[config.mk]
export PLATFORM = sky130hd
export DESIGN_NAME = RegisterFile
export DESIGN_NICKNAME = d
export VERILOG_FILES = /design/src/verilog/cpuPkg.sv /design/src/verilog/RegisterFile.sv
export SDC_FILE = /design/constraint.sdc
export NUM_CORES = 2
export LEC_CHECK = 0
export BUFFER_PORTS_ARGS = -buffer_cell sky130_fd_sc_hd__buf_2
export CAP_MARGIN = 20
export CORE_MARGIN = 4
export CORE_UTILIZATION = 45
export DETAILED_ROUTE_END_ITERATION = 8
export GPL_TIMING_DRIVEN = 0
export PLACE_DENSITY = 0.69
export SYNTH_ARGS = -nofsm -noshare
export SYNTH_HDL_FRONTEND = slang
export SYNTH_SLANG_ARGS = --single-unit
export TNS_END_PERCENT = 50
[constraint.sdc]
create_clock -name clk -period 2.99 [get_ports clk]
set_input_delay 0.598 -clock clk [delete_from_list [all_inputs] [get_ports clk]]
set_output_delay 0.598 -clock clk [all_outputs]
set_load 0.02 [all_outputs]
[src/verilog/cpuPkg.sv]
package cpuPkg;

  localparam int dataWidth = 32;
  localparam int regIndexWidth = 5;

  // Memory depths in words
  localparam int imemWords = 256;
  localparam int dmemWords = 256;

  // Peripheral byte addresses
  localparam logic [dataWidth-1:0] ioOutAddr = 32'h0000_1000;
  localparam logic [dataWidth-1:0] ioButtonAddr = 32'h0000_1004;

  typedef enum logic [6:0] {
    opLoad   = 7'b0000011,
    opStore  = 7'b0100011,
    opOpImm  = 7'b0010011,
    opOp     = 7'b0110011,
    opBranch = 7'b1100011,
    opJal    = 7'b1101111,
    opJalr   = 7'b1100111,
    opLui    = 7'b0110111,
    opAuipc  = 7'b0010111
  } opcodeE;

  typedef enum logic [3:0] {
    aluAdd,
    aluSub,
    aluAnd,
    aluOr,
    aluXor,
    aluSll,
    aluSrl,
    aluSra,
    aluSlt,
    aluSltu,
    aluPassB
  } aluOpE;

endpackage

[src/verilog/RegisterFile.sv]
`timescale 1ns/1ps

module RegisterFile (
  input  logic                             clk,
  input  logic                             arstN,
  input  logic [cpuPkg::regIndexWidth-1:0] rs1,
  input  logic [cpuPkg::regIndexWidth-1:0] rs2,
  input  logic                             wbWe,
  input  logic [cpuPkg::regIndexWidth-1:0] wbIndex,
  input  logic [cpuPkg::dataWidth-1:0]     wbData,
  output logic [cpuPkg::dataWidth-1:0]     rs1Data,
  output logic [cpuPkg::dataWidth-1:0]     rs2Data
);

  logic [cpuPkg::dataWidth-1:0] regs [32];
  logic wbLive;

  // x0 never takes a write, neither in storage nor through the bypass
  assign wbLive = wbWe && wbIndex != '0;

  always_ff @(posedge clk or negedge arstN) begin
    if (!arstN) begin
      for (int i = 0; i < 32; i++) begin
        regs[i] <= '0;
      end
    end else if (wbLive) begin
      regs[wbIndex] <= wbData;
    end
  end

  // Writeback in the same cycle wins over the stored value
  assign rs1Data = (wbLive && wbIndex == rs1) ? wbData : regs[rs1];
  assign rs2Data = (wbLive && wbIndex == rs2) ? wbData : regs[rs2];

  x0StaysZero: assert property (@(posedge clk) disable iff (!arstN)
    (rs1 != '0 || rs1Data == '0) && (rs2 != '0 || rs2Data == '0))
    else $error("x0 read back nonzero");

endmodule

# == After elaboration in Yosys (flattened, before gate mapping) ==
# Index checks and enable logic that the tools add are counted.
# op_classes
reduce_logical,5
n_bitwise,3
muxes,11
shift,0
n_eq_ne,2
div,0
magnitude_cmp,4
add_sub_neg,0
mul,0
# op_table
op,count
1024-bit bitwise mux,1
32-bit binary-select mux with 5-bit select,2
32-bit two-way mux,7
32-bit demux with 5-bit select,1
6-bit greater-or-equal comparator (second input constant),3
5-bit inverter with 6-bit output,3
5-bit equality test,2
6-bit by 1-bit < comparator with 1-bit output (second input constant),1
5-bit nonzero test,1
1-bit logical AND,4
# word_totals
output_inout_bits,64
latch_bits,0
mem_bits_ro,0
ff_bits,1024
mem_count,0
inputBits,50
ramBits,0
word_cells,57

# == Longest topological paths before layout ==
# logic_depth
depth_word,6
ltp_mapped,8
depth_no_buf,5

# == Worst setup path after synthesis ==
# Ideal clock, no wire load.
# synth_path
kind,input to output
start,input port rs2[0] (netlist name)
end,output port rs2Data[29] (netlist name)
n_path_buf,3
arrival_time_ns,2.306
required_time_ns,2.392
path_slack_ns,0.086
stages,7
cell_sequence,buf_2 -> buf_4 -> buf_4 -> mux4_2 -> o22ai_1 -> or4_1 -> o21ai_1
# synth_via
elab_chain_cells,5
word_cells_on_any_way,7
cone_classes,1 x eq/ne; 4 x mux; 1 x bitwise; 1 x reduce/logical
# synth_lines
element,line_no,source
start: declaration,RegisterFile.sv:7,"input logic [cpuPkg::regIndexWidth-1:0] rs2,"
5-bit inverter with 6-bit output (not written as such),RegisterFile.sv:33,assign rs2Data = (wbLive && wbIndex == rs2) ? wbData : regs[rs2];
32-bit binary-select mux with 5-bit select,RegisterFile.sv:33,
32-bit two-way mux (not written as such) (2 in a row),RegisterFile.sv:33,
32-bit two-way mux (*),RegisterFile.sv:33,
end: declaration,RegisterFile.sv:12,output logic [cpuPkg::dataWidth-1:0] rs2Data
# Mark *: on every way between the ends. The rest lies on a longest branch, timed or not. The select of a mux whose other input is x is not followed.

# == Worst setup path after layout ==
# layout_path
start,register regs[862] (netlist name)
end,output port rs1Data[30] (netlist name)
# layout_via
elab_chain_cells,4
# layout_lines
element,line_no,source
start: declaration,RegisterFile.sv:15,logic [cpuPkg::dataWidth-1:0] regs [32];
start signal: indexed assignment,RegisterFile.sv:27,regs[wbIndex] <= wbData;
32-bit binary-select mux with 5-bit select,RegisterFile.sv:32,assign rs1Data = (wbLive && wbIndex == rs1) ? wbData : regs[rs1];
32-bit two-way mux (not written as such) (2 in a row),RegisterFile.sv:32,
32-bit two-way mux,RegisterFile.sv:32,
end: declaration,RegisterFile.sv:11,"output logic [cpuPkg::dataWidth-1:0] rs1Data,"
# No other way between the ends. The select of a mux whose other input is x is not followed.

==> metrics.txt <==
total wire length 213 mm; first-pass GRT wire length about 290 mm; Critical Path Sink Type primary output; largest register by flop count regs; Final ANT Viol Nets 0; gpl congestion slightly above 0.9; worst path arrival time ~2.9 ns; Crit path required time about 2.4 ns; worst-margin pin slew about 1.3 ns; DRT Pass-1 Iters 9; Max IR drop VDD approximately 0.0005 V; Avg Inst Size Synth 15.3 um2; Synth async-reset ratio 1.00; crit share post-route 1.16; leakage 0.0286 uW; Layout fillers slightly below 9,000; CTS Buf Count around 110; Nets 3,910; Die Area about 0.12 mm2; post-synth cell types 41; Main synth FF type dfrtp_1; max-slew violations 0; outcome finished with violations; Yosys reg bits a little over 1,000; H-tree depth 3; core footprint approximately 0.12 mm2; Power per Cell Area about 630 mW/mm2; clock latency on the worst-skew pair ~0.71 ns; Die X between 300 and 400 um; # IOs between 100 and 150; RSZ-0062 raised after global routing yes; min Tclk post-route about 3.5 ns; initial antenna violation count 14; post-route worst setup slack -0.492 ns; Largest register FFs ~1,000; clock root buffer clkbuf_16; Post-synth EDFFs 0; grt ovf 0; Die Ht around 350 um; GRT Overall Usage 0.329; f_max between 0.2 and 0.3 GHz; warnings from Yosys 0; worst-case clock buffer depth 3; clock sinks approximately 1,000; most frequent CP cell mux4_2; cell breakdown of the critical path mux4_2, mux4_2, nand2_2, nand3_2, mux2_4, buf_6; Crit Path Category reg -> out; max_cap viols 0; peak fanout along the critical path 3; crit-path max cell delay 0.58 ns; worst clock skew 0 ns; Area Overhead vs Synth 24.2%; Fin. Hold Viols 0; violated checks setup timing; Final HPWL DP between 100 and 150 mm; hold_ws around 0.22 ns; initial DRC count around 6,000; Initial Util 0.453; post-synthesis sequential area ratio 0.479; Residual DRC 0; setup violators final 64; slowest cell on the critical path mux4_2; via count between 30,000 and 40,000; share of layout cells above drive strength 1 0.510; Slew headroom 0.162; Hold Path Class in -> reg; Post-Synthesis Net Count 3,533; most frequent cells in the layout dfrtp_1 (1,024), mux2_2 (629), mux4_2 (511); critical path startpoint category register; biggest regs regs: 1024 flops; Rows about 130; wire per inst slightly below 40 um; Layout Utilization 0.563; total power of the final layout ~42,000 uW; buffers added on ports about 100; CTS tree built; post-synthesis instance total 3,483; maximum number of pins on one net before global-route repair approximately 170; number of global-route vias before repair about 40,000; synthesized area 0.0534 mm2; commonest non-fill, non-tap cell in the layout dfrtp_1; Clock transition at path regs about 0.070 ns; vias per cell 7.18
[metal layers]
metal / vias to the layer above / part of all wire / routed length (um) / GRT usage
met3: 997 / 0.15 / 31200 / 0.132
met4: 8 / 0.078 / 16600 / 0.198
li1: 14397 / - / - / -
met2: 3262 / 0.43 / 91800 / 0.478
met1: 20758 / 0.35 / 73700 / 0.413
met5: - / 0.00041 / 87 / 0.0135
[cell usage after synthesis (all sizes together), types with 3 or more instances]
cell type | count | area [um2]
nand3 | 10 | 50.1
o22ai | 248 | 1550
clkbuf | 221 | 833
nor2 | 22 | 82.6
xor2 | 4 | 35.0
mux2 | 993 | 11200
nand3b | 7 | 52.6
nand2 | 83 | 312
dfrtp | 1024 | 25600
o21ai | 62 | 310
inv | 3 | 11.3
buf | 191 | 1090
or4 | 62 | 465
nor2b | 3 | 18.8
mux2i | 6 | 60.1
or3 | 3 | 18.8
mux4 | 511 | 11500
xnor2 | 6 | 52.6
nor3b | 4 | 30.0
[repair_timing]
action,4_1_cts,5_1_grt
pin swaps,58,69
hold buffers,1,0
resized for setup,817,250
endpoints found under the setup margin,64,64
gates cloned,24,9
buffers inserted,54,39
hold endpoints to repair,112,0
[worst paths after layout]
| check | to | from | slack (ns) | cells past startpoint |
|---|---|---|---|---|
| min in group asynchronous | regs[977] | arstN | 0.47 | 2 |
| hold / removal | regs[51] | wbData[19] | 0.22 | 2 |
| hold reg to reg | regs[1009] | regs[1009] | 0.48 | 1 |
| setup reg to reg | regs[830] | regs[830] | 2.05 | 2 |
| setup / recovery | rs1Data[30] | regs[862] | -0.49 | 6 |
| max in group asynchronous | regs[643] | arstN | 0.48 | 4 |
[worst max-delay path, delay by kind of cell (launching register included)]
family	cells	cell delay, ns
buffers and inverters	1	0.14
flip-flops	1	0.45
multiplexers	3	1.38
AND/OR/NAND/NOR	2	0.20
[final cells by class]
cell class | count | area (um2) | area share
Multi-Input combinational cell | 2044 | 27300 | 0.411
Sequential cell | 1024 | 25600 | 0.386
Buffer | 406 | 4120 | 0.0621
Timing Repair Buffer | 272 | 3830 | 0.0578
Clock buffer | 156 | 3150 | 0.0474
Tap cell | 1536 | 1920 | 0.0289
Clock inverter | 41 | 394 | 0.00594
Inverter | 3 | 21.3 | 0.000320
Antenna cell | 7 | 17.5 | 0.000264
[stage by stage]
step	setup WS [ns]	setup TNS (ns)	instances	cell area, um2
after global routing	-0.475	-10.54	5484	66400
after detailed placement	-1.37	-93.74	5164	56700
final	-0.492	-10.80	5489	66400
after global placement	-21.36	-	5123	55900
after CTS	-0.342	-8.34	5437	64700
after floorplan	0.0861	0	3483	53400
[power by group]
part / internal (uW) / switching, uW / leakage (uW)
Sequential: 16500 / 2030 / 0.0131
Combinational: 5620 / 4210 / 0.0137
Clock: 7660 / 6060 / 0.00174
[kinds of logic after synthesis]
logic type,Yosys count,synth area share
buffers and inverters,415,0.0362
xor gates and xnor gates,10,0.00164
and+or+nand+nor,204,0.0207
DFF,1024,0.479
AOI/OAI and AO/OA,320,0.0364
muxes,1510,0.426
No activity file was read; power rests on OpenSTA's default activity.
