`config.mk`:
```
export PLATFORM = sky130hd
export DESIGN_NAME = Control
export DESIGN_NICKNAME = d
export VERILOG_FILES = /design/src/verilog/cpuPkg.sv /design/src/verilog/Control.sv
export SDC_FILE = /design/constraint.sdc
export NUM_CORES = 1
export LEC_CHECK = 0
export BUFFER_PORTS_ARGS = -buffer_cell sky130_fd_sc_hd__buf_2
export CORE_MARGIN = 4
export CORE_UTILIZATION = 37
export DETAILED_ROUTE_END_ITERATION = 7
export GPL_ROUTABILITY_DRIVEN = 1
export PLACE_DENSITY = 0.93
export SETUP_SLACK_MARGIN = 0.5
export SLEW_MARGIN = 20
export SYNTH_ARGS = -nofsm -noshare
export SYNTH_HDL_FRONTEND = slang
export SYNTH_SLANG_ARGS = --single-unit
```
`constraint.sdc`:
```
create_clock -name vclk -period 2.1
set_clock_uncertainty 0.15 [all_clocks]
set_input_delay 0.42 -clock vclk [all_inputs]
set_output_delay 0.42 -clock vclk [all_outputs]
set_load 0.05 [all_outputs]
```
`src/verilog/cpuPkg.sv`:
```
package cpuPkg;

  localparam int dataWidth = 32;
  localparam int regIndexWidth = 5;

  // Memory depths in words
  localparam int imemWords = 256;
  localparam int dmemWords = 256;

  // Peripheral byte addresses
  localparam logic [dataWidth-1:0] ioOutAddr = 32'h0000_1000;
  localparam logic [dataWidth-1:0] ioButtonAddr = 32'h0000_1004;

  typedef enum logic [6:0] {
    opLoad   = 7'b0000011,
    opStore  = 7'b0100011,
    opOpImm  = 7'b0010011,
    opOp     = 7'b0110011,
    opBranch = 7'b1100011,
    opJal    = 7'b1101111,
    opJalr   = 7'b1100111,
    opLui    = 7'b0110111,
    opAuipc  = 7'b0010111
  } opcodeE;

  typedef enum logic [3:0] {
    aluAdd,
    aluSub,
    aluAnd,
    aluOr,
    aluXor,
    aluSll,
    aluSrl,
    aluSra,
    aluSlt,
    aluSltu,
    aluPassB
  } aluOpE;

endpackage

```
`src/verilog/Control.sv`:
```
`timescale 1ns/1ps

module Control (
  input  logic [cpuPkg::dataWidth-1:0] instr,
  output cpuPkg::aluOpE                aluOp,
  output logic                         aluSrcImm,
  output logic                         aluSrcPc,
  output logic                         memRead,
  output logic                         memWrite,
  output logic                         regWrite,
  output logic                         isBranch,
  output logic                         isJal,
  output logic                         isJalr,
  output logic [cpuPkg::dataWidth-1:0] imm
);

  cpuPkg::opcodeE opcode;
  logic [2:0] funct3;
  logic       altFunct;
  cpuPkg::aluOpE arithOp;

  assign opcode = cpuPkg::opcodeE'(instr[6:0]);
  assign funct3 = instr[14:12];
  assign altFunct = instr[30];

  // Shared by OP and OP-IMM, SUB only exists in the register form
  always_comb begin
    case (funct3)
      3'b000: arithOp = (opcode == cpuPkg::opOp && altFunct) ? cpuPkg::aluSub : cpuPkg::aluAdd;
      3'b001: arithOp = cpuPkg::aluSll;
      3'b010: arithOp = cpuPkg::aluSlt;
      3'b011: arithOp = cpuPkg::aluSltu;
      3'b100: arithOp = cpuPkg::aluXor;
      3'b101: arithOp = altFunct ? cpuPkg::aluSra : cpuPkg::aluSrl;
      3'b110: arithOp = cpuPkg::aluOr;
      default: arithOp = cpuPkg::aluAnd;
    endcase
  end

  always_comb begin
    aluOp = cpuPkg::aluAdd;
    aluSrcImm = 1'b0;
    aluSrcPc = 1'b0;
    memRead = 1'b0;
    memWrite = 1'b0;
    regWrite = 1'b0;
    isBranch = 1'b0;
    isJal = 1'b0;
    isJalr = 1'b0;
    imm = {{20{instr[31]}}, instr[31:20]};
    case (opcode)
      cpuPkg::opOp: begin
        aluOp = arithOp;
        regWrite = 1'b1;
      end
      cpuPkg::opOpImm: begin
        aluOp = arithOp;
        aluSrcImm = 1'b1;
        regWrite = 1'b1;
      end
      cpuPkg::opLoad: begin
        aluSrcImm = 1'b1;
        memRead = 1'b1;
        regWrite = 1'b1;
      end
      cpuPkg::opStore: begin
        aluSrcImm = 1'b1;
        memWrite = 1'b1;
        imm = {{20{instr[31]}}, instr[31:25], instr[11:7]};
      end
      cpuPkg::opBranch: begin
        isBranch = 1'b1;
        imm = {{19{instr[31]}}, instr[31], instr[7], instr[30:25], instr[11:8], 1'b0};
      end
      cpuPkg::opJal: begin
        isJal = 1'b1;
        regWrite = 1'b1;
        imm = {{11{instr[31]}}, instr[31], instr[19:12], instr[20], instr[30:21], 1'b0};
      end
      cpuPkg::opJalr: begin
        isJalr = 1'b1;
        regWrite = 1'b1;
      end
      cpuPkg::opLui: begin
        aluOp = cpuPkg::aluPassB;
        aluSrcImm = 1'b1;
        regWrite = 1'b1;
        imm = {instr[31:12], 12'b0};
      end
      cpuPkg::opAuipc: begin
        aluSrcImm = 1'b1;
        aluSrcPc = 1'b1;
        regWrite = 1'b1;
        imm = {instr[31:12], 12'b0};
      end
      default: begin
        // Unknown opcode leaves every write disabled
        imm = '0;
      end
    endcase
  end

endmodule

```
==> results.json, run 1 <==
{
  "start_util_pct": 40.00,
  "netlist.area_leader.share_pct": 11.93,
  "outcome": "stopped before the end",
  "synthAdderAreaFrac_pct": 0,
  "cts_hold_buf": 0,
  "hpwl_um": 3795,
  "synth_compound_area_share_pct": 35.26,
  "io_buffers": 76,
  "stop_stage": "clock tree synthesis",
  "post_cts_buffers": 12,
  "dp.cells": 223,
  "die_y_um": 51.91,
  "ctsResizeCount": 161,
  "die_x_um": 51.91,
  "syn_area_um2": 713.2,
  "synthSimpleGateAreaFrac_pct": 53.68,
  "synth_xor_xnor_area_share_pct": 0,
  "synth_top_cell_by_area": "nand3_1",
  "gp_congestion": 0.7533,
  "firstError": "[ERROR DPL-0038] Utilization greater than 100%, impossible to legalize",
  "syn_inst": 106,
  "synth_top_family_by_area": "simple AND/OR/NAND/NOR gates",
  "ys_top_cells_by_area": "nand3_1 (12%), a21o_1 (11%), nand4_1 (7.0%)",
  "synth_cell_type_count": 38,
  "fp-row-count": 15,
  "yosysSeqAreaShare_pct": 0,
  "yosys_warnings": 0,
  "avgSynthCellArea_um2": 6.728,
  "io_pins": 76,
  "syn_nets": 138,
  "synth_mux_area_share_pct": 2.807
}
## per-stage QoR
stage	hold slack, ns	worst slack [ns]	area (um^2)	utilization (%)	setup TNS [ns]
after floorplan	0.7573	-0.06294	1149	-	-0.5036
after global placement	1.114	-0.2761	1707	95.72	-7.689
after detailed placement	1.120	-0.3131	1707	95.72	-8.816
## cell families after synthesis
logic type / Yosys count
buffers and inverters: 12
muxes: 2
and+or+nand+nor: 63
AOI/OAI and AO/OA: 29
## synthesized netlist by cell type (2+ instances only)
| cell | n |
|---|---|
| nand4_1 | 8 |
| and3_1 | 3 |
| a21o_1 | 10 |
| nand3_1 | 17 |
| a22o_1 | 5 |
| inv_1 | 2 |
| nor3_1 | 2 |
| clkbuf_1 | 3 |
| and4b_1 | 2 |
| buf_2 | 5 |
| nand3b_1 | 4 |
| nor2_1 | 3 |
| nand2_1 | 4 |
| and2_1 | 7 |
| and3b_1 | 2 |
| a21o_2 | 2 |
| a21oi_1 | 2 |
| mux2i_1 | 2 |
| nor2b_1 | 3 |
| nor4_1 | 2 |
==> run 2: changes to the inputs <==
--- a/config.mk
+++ b/config.mk
@@ -6,12 +6,11 @@
 export NUM_CORES = 1
 export LEC_CHECK = 0
 export BUFFER_PORTS_ARGS = -buffer_cell sky130_fd_sc_hd__buf_2
-export CORE_MARGIN = 4
-export CORE_UTILIZATION = 37
+export CORE_AREA = 4 4 65 67
 export DETAILED_ROUTE_END_ITERATION = 7
+export DIE_AREA = 0 0 69 71
 export GPL_ROUTABILITY_DRIVEN = 1
-export PLACE_DENSITY = 0.93
-export SETUP_SLACK_MARGIN = 0.5
+export PLACE_DENSITY_LB_ADDON = 0.15
 export SLEW_MARGIN = 20
 export SYNTH_ARGS = -nofsm -noshare
 export SYNTH_HDL_FRONTEND = slang
==> results.json, run 2 <==
{
  "outcome": "complete, but fails checks",
  "violations": "setup timing",
  "timing.fmax_mhz": 446.3,
  "period_needed_ns": 2.241,
  "synth_cell_type_count": 38,
  "ant_nets": 0,
  "antenna_found_initial": 0,
  "grt_overflow": 0,
  "fp-row-count": 22,
  "final_cell_mix": "buf_4 (31), buf_8 (29), buf_2 (27)",
  "syn_inst": 106,
  "slew_viol_final": 0,
  "syn_area_um2": 713.2,
  "drt-met1-wl_um": 1495,
  "timing_hold_violations_final": 0,
  "period_share_pct": 106.7,
  "power_density_nw_per_um2": 146.2,
  "cp_max_fo": 8,
  "finalSetupViolations": 30,
  "via_count": 1250,
  "leakage_nw": 1.022,
  "grt_usage_pct": 14.86,
  "grt_pass1_vias": 1318,
  "crit_required_ns": 1.53,
  "worst_setup_path_end_kind": "primary output",
  "hpwl_um": 2885,
  "hold-worst-slack_ns": 1.031,
  "yosysSeqAreaShare_pct": 0,
  "maxCapViolCount": 0,
  "fillers": 305,
  "rsz0062_at_grt": "yes",
  "avgSynthCellArea_um2": 6.728,
  "syn_nets": 138,
  "netlist.area_leader.share_pct": 11.93,
  "io_buffers": 76,
  "synth_most_common_cell": "nand3_1",
  "io_pins": 76,
  "syn_to_final_growth_pct": 190.5,
  "tns_ns": -3.004,
  "routed_wl_um": 3947,
  "wl_met3_um": 198,
  "vias_per_cell": 4.941,
  "nClkBuffers": 0,
  "yosys_warnings": 0,
  "wl_per_cell_um": 15.60,
  "highest_layer": "met4",
  "worstSetupPathType": "in -> out",
  "final_common_cell": "buf_4",
  "first_iter_violations": 40,
  "dr.pass1.iters": 4,
  "num-nets-final": 239,
  "dpl_cell_area_um2": 1567,
  "drc_errors": 0,
  "die_x_um": 69,
  "layout_setup_ws_ns": -0.1405,
  "max_slew.worst_pin.slew_ns": 0.3257,
  "critPathLaunchType": "input port",
  "wl_met2_um": 2215,
  "die_y_um": 71,
  "core_um2": 3633,
  "postLayoutCellArea_um2": 2072,
  "synth_common_cells": "nand3_1 (17), a21o_1 (10), nand4_1 (8)",
  "drive_above_1_share_pct": 80.00,
  "synth_top_cell_by_area": "nand3_1",
  "die-area_um2": 4899,
  "relSlewSlack_pct": 78.28,
  "grt_max_degree": 14,
  "gp_congestion": 0.8310,
  "ys_top_cells_by_area": "nand3_1 (12%), a21o_1 (11%), nand4_1 (7.0%)",
  "hp-class": "in -> out",
  "ff_latch_area_um2": 0,
  "grt_pass1_wl_um": 6258,
  "arrival_ns": 1.67,
  "seq_cells": 0,
  "cts_hold_buf": 0,
  "max-vdd-ir-drop_mv": 0.05305,
  "start_util_pct": 19.63,
  "n_antenna_cell": 0
}
==> run 2: cell counts after synthesis <==
Identical to the previous run, type by type.
==> run 2: repair_timing <==
item | in CTS | in global routing
setup endpoints to repair | 41 | 43
buffers inserted | 2 | 2
pin swaps | 15 | 12
resized for setup | 123 | 26
==> run 2: worst paths after layout <==
kind	depth (start not counted)	startpoint	slack, ns	endpoint
setup / recovery	5	instr[4]	-0.14	imm[16]
hold / removal	3	instr[28]	1.03	imm[28]
==> run 2: per-layer routing <==
| metal | vias up | global-route usage, % |
|---|---|---|
| li1 | 615 | - |
| met1 | 583 | 16.46 |
| met2 | 48 | 29.87 |
| met3 | 4 | 1.989 |
| met4 | 0 | 2.820 |
| met5 | - | 0 |
==> run 2: kinds of logic after synthesis <==
logic type / after synthesis / synth area share, %
AO/OA/AOI/OAI: 29 / 35.27
AND/OR/NAND/NOR: 63 / 53.69
buffers and inverters: 12 / 8.245
multiplexers: 2 / 2.807
==> run 2: final cells by class <==
type / count / area (um^2) / share of cell area [%]
tap: 48 / 60.06 / 2.899
inverter: 2 / 7.507 / 0.3623
multi-input combinational: 94 / 948.4 / 45.77
timing repair buffer: 109 / 1056 / 50.97
==> run 2: where the power goes <==
| part | switching, mW | leakage [nW] | internal [mW] |
|---|---|---|---|
| clock | 0 | 0 | 0 |
| sequential | 0 | 0 | 0 |
| combinational | 0.159 | 1.02 | 0.144 |
| total | 0.159 | 1.02 | 0.144 |
==> run 2: metrics by stage <==
step | std cells | setup WS [ns] | utilization [%] | power [mW]
floorplan | 106 | -0.2552 | - | 0.1333
global placement | 250 | -0.2761 | 43.11 | 0.2316
detailed placement | 250 | -0.2906 | 43.11 | 0.2364
CTS | 252 | -0.1912 | 54.61 | 0.2871
global route | 253 | -0.1752 | 57.02 | 0.3211
finish | 253 | -0.1405 | 57.02 | 0.3030
==> run 2: worst max-delay path, stage by stage <==
cell	delay [ns]
buf_6	0.09
nand3b_1	0.20
a2111o_2	0.67
nand3_4	0.14
buf_8	0.15
Power figures use the tool's default switching activity.
==> run 3: changes to the inputs <==
--- a/config.mk
+++ b/config.mk
@@ -10,7 +10,7 @@
 export DETAILED_ROUTE_END_ITERATION = 7
 export DIE_AREA = 0 0 69 71
 export GPL_ROUTABILITY_DRIVEN = 1
-export PLACE_DENSITY_LB_ADDON = 0.15
+export PLACE_DENSITY = 0.55
 export SLEW_MARGIN = 20
 export SYNTH_ARGS = -nofsm -noshare
 export SYNTH_HDL_FRONTEND = slang
==> results.json, run 3 (synthesis gave the netlist of run 2 again) <==
{
  "rsz0062_at_grt": "yes",
  "dpl_cell_area_um2": 1589,
  "final_cell_count_no_fill": 255,
  "cp_max_fo": 8,
  "ff_latch_area_um2": 0,
  "die_y_um": 71,
  "drc_errors": 0,
  "wl_met3_um": 409,
  "wl_met2_um": 1807,
  "io_buffers": 76,
  "grt_pass1_wl_um": 6223,
  "finalSetupViolations": 32,
  "fin_util_pct": 58.44,
  "period_share_pct": 106.6,
  "leakage_nw": 1.045,
  "whs_path_depth": 3,
  "hpwl_um": 2863,
  "crit_required_ns": 1.53,
  "period_needed_ns": 2.239,
  "drive_above_1_share_pct": 80.19,
  "postLayoutCellArea_um2": 2123,
  "max-vdd-ir-drop_mv": 0.05707,
  "first_iter_violations": 24,
  "die-area_um2": 4899,
  "cts_hold_buf": 0,
  "highest_layer": "met4",
  "arrival_ns": 1.67,
  "max_slew.worst_pin.slew_ns": 0.3279,
  "gp_congestion": 0.9153,
  "layout_setup_ws_ns": -0.1392,
  "hold-worst-slack_ns": 1.010,
  "num-nets-final": 241,
  "syn_to_final_growth_pct": 197.7,
  "power_density_nw_per_um2": 146.0,
  "slew_viol_final": 0,
  "nClkBuffers": 0,
  "fp-row-count": 22,
  "maxCapViolCount": 0,
  "grt_max_degree": 14,
  "die_x_um": 69,
  "routed_wl_um": 3833,
  "violations": "setup timing",
  "final_common_cell": "buf_8",
  "dr.pass1.iters": 4,
  "core_um2": 3633,
  "ant_nets": 0,
  "seq_cells": 0,
  "tns_ns": -2.866,
  "io_pins": 76,
  "outcome": "complete, but fails checks",
  "grt_overflow": 0,
  "antenna_found_initial": 0,
  "critPathLaunchType": "input port",
  "worstSetupPathType": "in -> out",
  "power_mw": 0.3100,
  "worst_setup_path_end_kind": "primary output",
  "via_count": 1286,
  "vias_per_cell": 5.043,
  "drt-met1-wl_um": 1571,
  "place_ws_ns": -0.2709,
  "n_antenna_cell": 0,
  "timing.fmax_mhz": 446.6,
  "relSlewSlack_pct": 78.14,
  "grt_pass1_vias": 1311,
  "wl_per_cell_um": 15.03,
  "dp.cells": 253,
  "final_cell_mix": "buf_8 (32), buf_2 (30), buf_4 (28)",
  "hp-class": "in -> out",
  "timing_hold_violations_final": 0,
  "grt_usage_pct": 14.58,
  "start_util_pct": 19.63
}
==> run 3: cell types whose count changed in the layout (fill, tap and decap cells not counted), sizes merged <==
cell  before  now
buf      108  110
==> run 3: what timing repair did <==
| item | CTS | global route |
|---|---|---|
| endpoints found under the hold margin | 0 | 0 |
| pin swaps | 15 | 14 |
| gates resized for setup | 129 | 21 |
| setup buffers | 0 | 2 |
| endpoints found under the setup margin | 42 | 39 |
==> run 3: worst paths after layout <==
check	slack (ns)	end	start
max	-0.14	imm[13]	instr[2]
min	1.01	isJalr	instr[3]
==> run 3: worst max-delay path, stage by stage <==
cell and delay [ns]:
buf_6 0.10, or2_4 0.27, a2111o_2 0.59, nand3_2 0.13, buf_6 0.16
==> run 3: report_power, final <==
group / switching (mW) / internal, mW
logic: 0.163 / 0.147
registers: 0 / 0
clock network: 0 / 0
==> run 3: final cells by class <==
class	instances	area [um^2]
multi-input combinational	94	964.7
tap	48	60.06
fill	315	1510
inverter	2	7.507
timing repair buffer	111	1091
==> run 3: routing by layer <==
| layer | global-route usage, % | up-vias |
|---|---|---|
| li1 | - | 618 |
| met2 | 25.95 | 67 |
| met4 | 0.8677 | 0 |
| met3 | 4.688 | 4 |
| met1 | 17.91 | 597 |
| met5 | 0 | - |
