$ cat src/verilog/cpuPkg.sv
package cpuPkg;

  localparam int dataWidth = 32;
  localparam int regIndexWidth = 5;

  // Memory depths in words
  localparam int imemWords = 256;
  localparam int dmemWords = 256;

  // Peripheral byte addresses
  localparam logic [dataWidth-1:0] ioOutAddr = 32'h0000_1000;
  localparam logic [dataWidth-1:0] ioButtonAddr = 32'h0000_1004;

  typedef enum logic [6:0] {
    opLoad   = 7'b0000011,
    opStore  = 7'b0100011,
    opOpImm  = 7'b0010011,
    opOp     = 7'b0110011,
    opBranch = 7'b1100011,
    opJal    = 7'b1101111,
    opJalr   = 7'b1100111,
    opLui    = 7'b0110111,
    opAuipc  = 7'b0010111
  } opcodeE;

  typedef enum logic [3:0] {
    aluAdd,
    aluSub,
    aluAnd,
    aluOr,
    aluXor,
    aluSll,
    aluSrl,
    aluSra,
    aluSlt,
    aluSltu,
    aluPassB
  } aluOpE;

endpackage

$ cat src/verilog/HazardUnit.sv
`timescale 1ns/1ps

module HazardUnit (
  input  logic [cpuPkg::regIndexWidth-1:0] idRs1,
  input  logic [cpuPkg::regIndexWidth-1:0] idRs2,
  input  logic [cpuPkg::regIndexWidth-1:0] exRs1,
  input  logic [cpuPkg::regIndexWidth-1:0] exRs2,
  input  logic [cpuPkg::regIndexWidth-1:0] exRd,
  input  logic                             exMemRead,
  input  logic [cpuPkg::regIndexWidth-1:0] memRd,
  input  logic                             memRegWrite,
  input  logic [cpuPkg::regIndexWidth-1:0] wbRd,
  input  logic                             wbRegWrite,
  output logic [1:0]                       fwdASel,
  output logic [1:0]                       fwdBSel,
  output logic                             stall
);

  // 0 register value, 1 memory stage, 2 writeback
  function automatic logic [1:0] pickSource(input logic [cpuPkg::regIndexWidth-1:0] rs);
    logic [1:0] sel;
    sel = 2'd0;
    if (rs != '0) begin
      if (memRegWrite && memRd == rs) begin
        sel = 2'd1;
      end else if (wbRegWrite && wbRd == rs) begin
        sel = 2'd2;
      end
    end
    return sel;
  endfunction

  assign fwdASel = pickSource(exRs1);
  assign fwdBSel = pickSource(exRs2);

  // Load result is not ready for the next instruction
  assign stall = exMemRead && exRd != '0 && (exRd == idRs1 || exRd == idRs2);

endmodule

$ cat config.mk
export PLATFORM = sky130hd
export DESIGN_NAME = HazardUnit
export DESIGN_NICKNAME = d
export VERILOG_FILES = /design/src/verilog/cpuPkg.sv /design/src/verilog/HazardUnit.sv
export SDC_FILE = /design/constraint.sdc
export NUM_CORES = 1
export LEC_CHECK = 0
export ABC_CLOCK_PERIOD_IN_PS = 2100
export BUFFER_PORTS_ARGS = -buffer_cell sky130_fd_sc_hd__buf_2
export CAP_MARGIN = 20
export CORE_AREA = 2 2 39 41
export DETAILED_ROUTE_END_ITERATION = 12
export DIE_AREA = 0 0 41 43
export PLACE_DENSITY = 0.82
export SLEW_MARGIN = 20
export SYNTH_ARGS = -nofsm -noshare
export SYNTH_HDL_FRONTEND = slang
export SYNTH_SLANG_ARGS = --single-unit
export TNS_END_PERCENT = 100
$ cat constraint.sdc
create_clock -name vclk -period 2.1
set_input_delay 0.105 -clock vclk [all_inputs]
set_output_delay 0.105 -clock vclk [all_outputs]
set_load 0.05 [all_outputs]
### After elaboration in Yosys (flattened, before gate mapping)

Cells that the tools add are included.

* bits in registers: 0
* input port bits: 38
* output and inout bits: 5
* word-level logic and storage cells: 22

* equality and inequality tests: 6
* mux-type cells: 6
* reductions and logical operators: 10

Operators with widths (count)
* $eq A5 B5 Y1: 6
* $reduce_bool A5 Y1: 3
* $mux W2: 6
* $logic_and A1 B1 Y1: 6
* $logic_or A1 B1 Y1: 1

### Longest topological paths before layout

Gate-level depths: netlist of the first run.

* word-level depth: 5
* depth in mapped cells: 4
* gate-level depth less buffers: 4

### Least setup slack after synthesis of the first run

OpenSTA, ideal clock, no wires.

* path kind: input -> output
* from: input port memRd[1] (netlist bit)
* to: output port fwdASel[1]
* data arrival time: 1291 ps
* data required time: 1995 ps
* slack: 704 ps
* stages on the path: 4
* buffers on the path: 0
* cells stage by stage: xor2_1 -> nor4_1 -> nand3_1 -> nor4b_2

* cells in the longest elaborated chain, start to end: 4

RTL lines
* start: declaration: line HazardUnit.sv:10 `input logic [cpuPkg::regIndexWidth-1:0] memRd,`
* $eq A5 B5 Y1: line HazardUnit.sv:24 `if (memRegWrite && memRd == rs) begin`
* $logic_and A1 B1 Y1: line HazardUnit.sv:24
* $mux W2: line HazardUnit.sv:24
* $mux W2: line HazardUnit.sv:23 `if (rs != '0) begin`
* end: declaration: line HazardUnit.sv:14 `output logic [1:0] fwdASel,`

Every way passes these cells.

### Worst setup path in the final report of the first run

* from: input port exRs1[1] (netlist bit)
* to: output port fwdASel[1]

* cells in the longest elaborated chain, start to end: 5
* elaborated cells on any way between the ends: 8
* those cells by class: eq/ne: 2; mux: 3; reduce/logical: 3

RTL lines
* start: declaration: line HazardUnit.sv:6 `input logic [cpuPkg::regIndexWidth-1:0] exRs1,`
* $eq A5 B5 Y1: line HazardUnit.sv:26 `end else if (wbRegWrite && wbRd == rs) begin`
* $logic_and A1 B1 Y1: line HazardUnit.sv:26
* $mux W2: line HazardUnit.sv:26
* $mux W2: line HazardUnit.sv:24
* $mux W2 *: line HazardUnit.sv:23

Mark *: on every way between the ends. The rest lies on a longest branch, timed or not.

==> run summary, run 1 <==
The post-route netlist has 51.0% of its cells at a drive strength greater than 1. Data on the critical path is required at its endpoint by 2.00 ns. The length of the first detailed-routing pass in iterations is 4, and the final global-route overflow total is 0.

The logs give 91 for the total nets after synthesis and 0 for the residual antenna-violating net count after detailed routing. The number of setup violations in the final report was 0; the via count was 517. The share of the synthesized area in the top cell type was 32.9%.

For the post-cts sizing count, the log shows 0. The leakage component of the power was 0.000307 µW. The height of the die is 43 µm, and the total setup buffers inserted after CTS is 0. The number of filler cells placed in the layout came out at 140. For the final routed database, the setup TNS stands at 0 ns.

The core region is 1380 µm². By instance count, the leading cell after synthesis is xnor2_1. For the placer congestion estimate, the log shows 0.885.

The worst setup path is launched from a primary input. For the max capacitance violation total, the log shows 0. After clock tree synthesis, the flow added hold-fix buffers numbering 0. Path type of the worst setup path: in -> out. By count the netlist is led by xnor2_1, xor2_1, nand3_1. Registers take 0 µm². The routed wire length is 1310 µm, and the number of hold violations in the final report is 0. The net count reported at finish was 136. The logs give 0.763 ns for the final critical-path setup slack and 0 for the clock buffer count in the final layout. Timing analysis after detailed placement gives a worst setup slack of 0.766 ns. The detailed router finished its first iteration with 3 violations. The time the worst path needs with I/O delays and setup is 1.34 ns, and the detailed placement HPWL is 1230 µm.

The run finished with clean final reports. Once layout is complete, the cells apart from fillers number 112. The number of cell rows was 14; the area of the die was 1760 µm².

The count of cell types in the netlist was 14. The placed instances occupy a cell area of 661 µm². The via count of the first global-routing pass came out at 532. The final non-filler cell area was 661 µm²; the diode insertion count for antenna repair was 0. The tools report the remaining max-slew budget at the tightest pin as 81.0%.

At the pin with the least slew margin, the transition time is 0.282 ns. The power density over the cells is 195 nW/µm². The largest net degree at the start of global routing came out at 4. 43 I/O pins were placed. Setup repair after global routing left no endpoint under its margin.

Along the worst path, the maximum fanout reaches 3. Once the floorplan was initialized, standard cells occupied 30.7% of the core. The tightest min-delay check is of the in -> out type. For the count of pins over their slew limit, the log shows 0. The layout overhead on the synthesized area came out at 55.3%. In the post-synthesis netlist, the biggest area contributors are xnor2_1, xor2_1, nor4b_2. Measured along the x axis, the die boundary spans 41 µm.

For the total global-route track usage, the log shows 16.6%. The sequential cell count came out at 0. For the number of antenna violations at the first check in global routing, the log shows 0. IR analysis of the VDD net gives a maximum drop of 0.0000671 V.

The vias per cell was 4.62. STA classifies the critical path endpoint as a primary output. The number of instances in the synthesized netlist was 53; the number of remaining DRC errors was 0.

Including well taps, the total number of placed cells is 112. The port buffer count is 43, and the maximum clock rate is 748 MHz. Dividing the final minimum period by the clock period gives 63.7%.

Dividing the detail-routed wire length by the instance count gives 11.7 µm. After synthesis, the mean cell area works out to 8.03 µm². In this run the cell area of the synthesized design comes to 425 µm². The first global-routing pass estimated 2130 µm of wire.

The count of synthesis-stage warnings from yosys was 0. After synthesis, flip-flops and latches occupy 0% of the total area. For the worst setup path, the data arrival time is 1.23 ns. The most area-hungry cell type in the Yosys netlist is xnor2_1.
==> worst max-delay path, cell delays in order <==
cell and delay (ns):
buf_2 0.12, xor2_1 0.16, nor4_1 0.32, nand3_1 0.14
nor4b_2 0.18, buf_2 0.21
==> layer usage <==
metal / global-route usage [%] / vias to the layer above / wire, µm
li1: - / 272 / -
met1: 19.0 / 242 / 506
met2: 33.1 / 3 / 787
met3: 0 / 0 / 10
met4: 0 / 0 / 0
met5: 0 / - / 0
==> worst paths after layout <==
kind	startpoint	endpoint	slack, ns	cells past startpoint
max	exRs1[1]	fwdASel[1]	0.76	6
min	exMemRead	stall	0.63	4
==> cells by family (layout without fill, tap and decap cells) <==
family                    Yosys count  after routing  synth area share (%)
and+or+nand+nor                    21             21                  35.9
buffers and inverters               0             43                     0
AOI/OAI and AO/OA                   2              2                  2.35
xor gates and xnor gates           30             30                  61.8
==> layout by cell type (no fill, tap or decap) <==
cell type  instances
buf_2             43
xnor2_1           16
xor2_1            14
nand3_1            4
or4_4              2
nor2_4             2
nor4_1             2
nor2_1             2
nor3_1             2
nand2_1            2
nand4_1            2
nor4b_2            2
or4_1              1
o21ai_1            1
a21oi_1            1
==> power breakdown <==
| part | switching [µW] | total, µW | internal, µW | leakage [µW] |
|---|---|---|---|---|
| logic | 63.9 | 129 | 64.6 | 0.000307 |
| registers | 0 | 0 | 0 | 0 |
| clock network | 0 | 0 | 0 | 0 |
| total | 63.9 | 129 | 64.6 | 0.000307 |
==> metrics by stage <==
step	total power, µW	utilization (%)	hold WS [ns]
after detailed placement	129	47.7	0.623
final	129	47.7	0.625
after floorplan	63.6	-	0.386
after global routing	140	47.7	0.646
after CTS	129	47.7	0.625
after global placement	125	47.7	0.618
==> layout make-up <==
class	count	area [µm²]	area share, %
Multi-Input combinational cell	53	425	64.4
Tap cell	16	20.0	3.03
Timing Repair Buffer	43	215	32.6
(Power assumes the default switching activity.)
==> inputs of run 2 (changes only) <==
--- a/config.mk
+++ b/config.mk
@@ -5,13 +5,14 @@
 export SDC_FILE = /design/constraint.sdc
 export NUM_CORES = 1
 export LEC_CHECK = 0
-export ABC_CLOCK_PERIOD_IN_PS = 2100
+export ABC_AREA = 1
+export ABC_CLOCK_PERIOD_IN_PS = 1100
 export BUFFER_PORTS_ARGS = -buffer_cell sky130_fd_sc_hd__buf_2
 export CAP_MARGIN = 20
-export CORE_AREA = 2 2 39 41
+export CORE_MARGIN = 1.5
+export CORE_UTILIZATION = 35
 export DETAILED_ROUTE_END_ITERATION = 12
-export DIE_AREA = 0 0 41 43
-export PLACE_DENSITY = 0.82
+export PLACE_DENSITY = 0.83
 export SLEW_MARGIN = 20
 export SYNTH_ARGS = -nofsm -noshare
 export SYNTH_HDL_FRONTEND = slang
==> constraint.sdc (replaced) <==
create_clock -name vclk -period 1.1
set_input_delay 0.055 -clock vclk [all_inputs]
set_output_delay 0.055 -clock vclk [all_outputs]
set_load 0.05 [all_outputs]
==> run summary, run 2 <==
The run gives 83.2% (+2.2 points) as the remaining max-slew budget at the tightest pin. After synthesis, the cell types taking the most area are nand2_1, inv_1, xnor2_1. The worst endpoint required time was 1.04 ns (-0.96 ns); the length of the first detailed-routing pass in iterations was 4 (unchanged).

The sequential cell count came out at 0 (unchanged). I/O pin total: 43 (unchanged). The tools report the starting utilization of the core area as 38.1% (+7.4 points). The clock buffer count in the final layout came out at 0 (unchanged). The share of cells above drive strength 1 was 36.0% (-15 points). The via count of the first global-routing pass was 688 (+29%). The leading cell type in the layout, fill and taps excluded was nand2_1. The tools report the wire length of the first global-routing pass as 2400 µm (+13%).

The final non-filler cell area is 842 µm² (+27%), and the final critical-path setup slack is 0.0823 ns (-0.680 ns). The path class of the tightest hold or removal check is in -> out. The flow ran to the end, and the final reports show no timing, DRC or antenna violations. The run gives 842 µm² (+27%) as the cell area reported after detailed placement. Total nets after synthesis: 158 (+74%). For the worst supply voltage drop on vdd, the log shows 0.000170 V (+150%). The placer congestion estimate was 0.872 (-1.4%).

The most frequent cell after synthesis is nand2_1. The tools report the residual antenna-violating net count after detailed routing as 0 (unchanged). The logs give 1940 µm² (+9.8%) for the area of the die and 0 (unchanged) for the max capacitance violation total. The sequential share of power is 0% (unchanged), and the internal power summed over all cells is 129 µW (+100%).

Number of antenna violations at the first check in global routing: 0 (unchanged). The tools report the number of setup violations in the final report as 0 (unchanged). Horizontal die dimension: 44.0 µm (+7.3%). Sequential share of the synthesized area: 0% (unchanged).

The tools report the final global-route overflow total as 0 (unchanged). The commonest cells after synthesis are nand2_1, inv_1, nor2_1. The power share of the combinational group was 100.0% (about the same); the number of instances in the synthesized netlist was 120 (+130%). The net count reported at finish is 204 (+50%).

The library cells used most frequently in the layout, excluding fill and tap cells, are nand2_1, buf_2, inv_1, nor2_1, xnor2_1. For the data arrival time of the critical path, the log shows 0.96 ns (-0.27 ns). The worst min-delay path startpoint was exMemRead. The switching component of the power is 162 µW (+150%), and the height of the die is 44.0 µm (+2.3%). The number of cell rows is 14 (unchanged).

The sum of negative setup slack is 0 ns (unchanged). The power density over the cells came out at 345 nW/µm² (+78%). DRC violation total after the first TritonRoute iteration: 9 (+6). The ratio of final minimum period to clock period works out to 92.5%. For the count of pins over their slew limit, the log shows 0 (unchanged). The path type of the worst setup path is in -> out.

The layout overhead on the synthesized area works out to 43.2%. The tools report the diode insertion count for antenna repair as 0 (unchanged). Routed wire length: 1490 µm (+14%).

The port buffer count is 43 (unchanged), and the hold path depth is 4 (unchanged). The xor-xnor portion of the synthesized cell area came out at 13.4% (-48 points). The detailed-route wire length per cell was 8.27 µm (-29%). The largest net degree at the start of global routing was 5 (+1); the detailed placement HPWL was 1400 µm (+14%). The tools report the standard cell core area as 1540 µm² (+11%).

The number of remaining DRC errors is 0 (unchanged), and the adder and majority cell fraction of the synthesized area is 0% (unchanged). The clock share of power is 0% (unchanged), and the share of the synthesized area in the top cell type is 30.0% (-2.9 points). Setup repair after global routing left no endpoint under its margin. Number of filler cells placed in the layout: 170 (+21%). The dominant combinational cell family by area after synthesis is simple AND/OR/NAND/NOR gates.

The count of synthesis-stage warnings from yosys is 0 (unchanged). The worst setup path is launched from a primary input. The most area-hungry cell type in the Yosys netlist was nand2_1.

Total global-route track usage: 15.6% (-0.96 points). Based on the critical path, the design can be clocked at up to 983 MHz. The clock period could shrink to 1.02 ns. The leakage component of the power was 0.000532 µW (+74%); the transition time of the tightest slew-check pin was 0.250 ns (-0.0321 ns). The area of all sequential standard cells was 0 µm² (unchanged); the post-placement worst setup slack was 0.0701 ns (-0.696 ns).

The end point of the most critical hold path was stall. For the via count, the log shows 821 (+59%). Switching power share of the total: 55.5% (+5.8 points). The vias per cell is 4.56 (-1.2%), and the post-synthesis area per instance is 4.90 µm² (-39%). The count of cell types in the netlist is 18 (+4), and the share of the synthesized area in compound gates (AO/OA/AOI/OAI) is 6.60% (+4.2 points). The number of hold buffers added after CTS is 0 (unchanged). Startpoint of the most critical setup path: memRd[2].

The run gives 0 (unchanged) as the number of hold violations in the final report. For the post-synth design cell area, the log shows 588 µm² (+38%). The worst slack on hold paths is 0.525 ns (-0.0999 ns), and the synthesized-area fraction occupied by and/or/nand/nor cells is 62.8% (+27 points).

The maximum fanout encountered on the critical timing path was 2 (-1); the share of cell area taken by muxes after synthesis was 0% (unchanged). For the total setup buffers inserted after CTS, the log shows 0 (unchanged). The kind of end point of the critical path was a primary output.

The post-cts sizing count came out at 0 (unchanged).
-- run 2: per-stage QoR --
| step | power (µW) | std cells | util [%] |
|---|---|---|---|
| floorplan | 168 | 120 | - |
| global placement | 286 | 180 | 54.6 |
| detailed placement | 293 | 180 | 54.6 |
| CTS | 294 | 180 | 54.6 |
| global route | 327 | 180 | 54.6 |
| finish | 291 | 180 | 54.6 |
-- run 2: power groups by stage --
stage          clock (µW)  sequential, µW  combinational, µW
5_1_grt                 0               0                327
4_1_cts                 0               0                294
6_report                0               0                291
3_3_place_gp            0               0                286
3_5_place_dp            0               0                293
2_1_floorplan           0               0                168
-- run 2: per-layer routing --
layer	global-route usage, %	share of wire [%]
met1	16.8	40
met3	2.08	9.9
met4	0	0
met5	0	0
met2	32.9	50
-- run 2: worst max-delay path, cell delays in order --
cell	delay [ns]
buf_2	0.12
xnor2_1	0.25
nand3b_4	0.12
nor3_4	0.15
buf_2	0.27
-- run 2: worst max path at each step --
stage,end,slack [ns],depth (start not counted)
floorplan,fwdBSel[0],0.04,5
global placement,fwdASel[0],0.07,5
detailed placement,fwdASel[0],0.07,5
CTS,fwdASel[0],0.07,5
global route,fwdASel[0],0.02,6
finish,fwdASel[0],0.08,5
-- run 2: cell type report --
class	instances	area (µm²)	area share, %
multi-input cells	93	498	59.1
inverters	27	101	12.0
well taps	16	20.0	2.38
repair buffers	44	223	26.4
-- run 2: logic make-up after synthesis --
kind of cell / count (synthesis)
buf+inv: 27
xor+xnor: 9
compound gates: 6
simple gates: 78
==> inputs of run 3 (changes only) <==
--- a/config.mk
+++ b/config.mk
@@ -13,6 +13,7 @@
 export CORE_UTILIZATION = 35
 export DETAILED_ROUTE_END_ITERATION = 12
 export PLACE_DENSITY = 0.83
+export RECOVER_POWER = 100
 export SLEW_MARGIN = 20
 export SYNTH_ARGS = -nofsm -noshare
 export SYNTH_HDL_FRONTEND = slang
==> run summary, run 3 (synthesis results as in run 2) <==
The flow ran to the end, and the final reports show no timing, DRC or antenna violations. The time the worst path needs with I/O delays and setup was 1.02 ns (+0.00487 ns). The via count of the first global-routing pass is 688 (unchanged). The logs give 4 (unchanged) for the length of the first detailed-routing pass in iterations and 14 (unchanged) for the number of cell rows. The starting utilization of the core area came out at 38.1% (unchanged). STA classifies the critical path startpoint as a primary input.

Total global-route track usage: 15.6% (unchanged). The run gives 0 (unchanged) as the number of remaining DRC errors. The number of filler cells placed in the layout was 170 (unchanged). The wire length of the first global-routing pass was 2400 µm (unchanged); the sum of negative setup slack was 0 ns (unchanged). The logs give 43 (unchanged) for the I/O pin total and 0 (unchanged) for the post-cts sizing count. Setup repair after global routing left no endpoint under its margin. The transition time of the tightest slew-check pin was 0.278 ns (+0.0284 ns). The maximum clock rate was 978 MHz (-0.48%); the number of hold violations in the final report was 0 (unchanged). Worst min-delay path startpoint: exMemRead. The number of setup violations in the final report is 0 (unchanged), and the internal power summed over all cells is 129 µW (about the same). For the number of antenna violations at the first check in global routing, the log shows 0 (unchanged). Height of the die: 44.0 µm (unchanged). The area of all sequential standard cells is 0 µm² (unchanged), and the via count is 820 (-0.12%). The ratio of final minimum period to clock period is 93.0% (+0.44 points). The worst setup path is captured at a primary output. The global routing usage on met3 was 2.08% (unchanged); the cell area reported after detailed placement was 842 µm² (unchanged). The layout overhead on the synthesized area was 43.2% (unchanged). The residual antenna-violating net count after detailed routing is 0 (unchanged), and the vias per cell is 4.56 (-0.12%). The number of hold buffers added after CTS is 0 (unchanged). The detailed placement HPWL is 1400 µm (unchanged). The end point of the most critical hold path is stall. The worst supply voltage drop on vdd is 0.000170 V (about the same). The power share of the combinational group came out at 100.0% (about the same). The run gives 1540 µm² (unchanged) as the standard cell core area.

The total setup buffers inserted after CTS is 0 (unchanged), and the switching power share of the total is 55.6% (about the same). Final non-filler cell area: 842 µm² (unchanged). The hold path depth works out to 4 (unchanged). For the met1 layer usage reported by global route, the log shows 16.8% (unchanged). The path type of the worst setup path was in -> out. The sequential share of power was 0% (unchanged).

The share of cells above drive strength 1 is 36.0% (unchanged), and the DRC violation total after the first TritonRoute iteration is 9 (unchanged). The detailed-route wire length per cell was 8.26 µm (-0.13%); the share of the core filled with cells was 54.6% (unchanged). The logs give 1490 µm (-0.13%) for the routed wire length and 161 µW (about the same) for the switching component of the power. The met2 track demand over resource in global routing is 32.9% (unchanged), and the maximum fanout encountered on the critical timing path is 4 (+2). The tools report the placer congestion estimate as 0.872 (unchanged). The run gives 291 µW (about the same) as the total power of the final layout.

The logs give 0 (unchanged) for the sequential cell count and 0.97 ns (about the same) for the data arrival time of the critical path. The port buffer count was 43 (unchanged); the net count reported at finish was 204 (unchanged). For the final critical-path setup slack, the log shows 0.0774 ns (-0.00487 ns). The area of the die is 1940 µm² (unchanged), and the post-placement worst setup slack is 0.0701 ns (unchanged). The worst endpoint required time came out at 1.04 ns (about the same). The final global-route overflow total is 0 (unchanged), and the clock share of power is 0% (unchanged).

The diode insertion count for antenna repair was 0 (unchanged). Count of pins over their slew limit: 0 (unchanged). The largest net degree at the start of global routing was 5 (unchanged); the clock buffer count in the final layout was 0 (unchanged).

The leakage component of the power was 0.000531 µW (-0.30%); the max capacitance violation total was 0 (unchanged). The highest-utilization routing layer at the global route stage was met2. The horizontal die dimension was 44.0 µm (unchanged). Kind of path behind the tightest hold check: in -> out.

The library cell used most frequently in the layout, excluding fill and tap cells, is nand2_1. Power density over the cells: 345 nW/µm² (about the same). The library cells used most frequently in the layout, excluding fill and tap cells, are nand2_1, buf_2, inv_1, nor2_1, xnor2_1.

The remaining max-slew budget at the tightest pin was 81.5% (-1.7 points).
run 3: cell count changes in the layout (fill, tap and decap cells not counted):
cell / before / now
buf_2: 43 / 40
clkbuf_2: 0 / 3
run 3: power groups by stage:
| stage | sequential, µW | combinational (µW) | clock, µW |
|---|---|---|---|
| floorplan | 0 | 168 | 0 |
| global placement | 0 | 286 | 0 |
| detailed placement | 0 | 293 | 0 |
| CTS | 0 | 294 | 0 |
| global route | 0 | 327 | 0 |
| finish | 0 | 291 | 0 |
run 3: how the worst max path moves through the flow:
stage	startpoint	end	slack [ns]	cells after the start
final	exRs2[0]	fwdBSel[1]	0.08	6
after global routing	exRs2[1]	fwdBSel[1]	0.01	8
after CTS	memRd[2]	fwdASel[0]	0.07	5
after detailed placement	memRd[2]	fwdASel[0]	0.07	5
after global placement	memRd[2]	fwdASel[0]	0.07	5
after floorplan	memRd[1]	fwdBSel[0]	0.04	5
run 3: through the flow:
stage               hold slack (ns)  cells
floorplan                     0.302    120
global placement              0.522    180
detailed placement            0.525    180
CTS                           0.527    180
global route                  0.559    180
finish                        0.525    180
run 3: area by class of cell:
type	instances	area (µm²)	share of cell area, %
Multi-Input combinational cell	93	498	59.1
Timing Repair Buffer	44	223	26.4
Inverter	27	101	12.0
Tap cell	16	20.0	2.38
run 3: per-layer routing:
layer | up-vias | part of all wire, %
met2 | 33 | 50
met4 | 0 | 0
met3 | 0 | 9.7
li1 | 453 | -
met1 | 334 | 41
met5 | - | 0
run 3: worst max-delay path: stages:
cell	delay (ns)
buf_2	0.13
or2_0	0.22
nand4_1	0.14
nor2_1	0.07
nor2_2	0.09
clkbuf_2	0.27
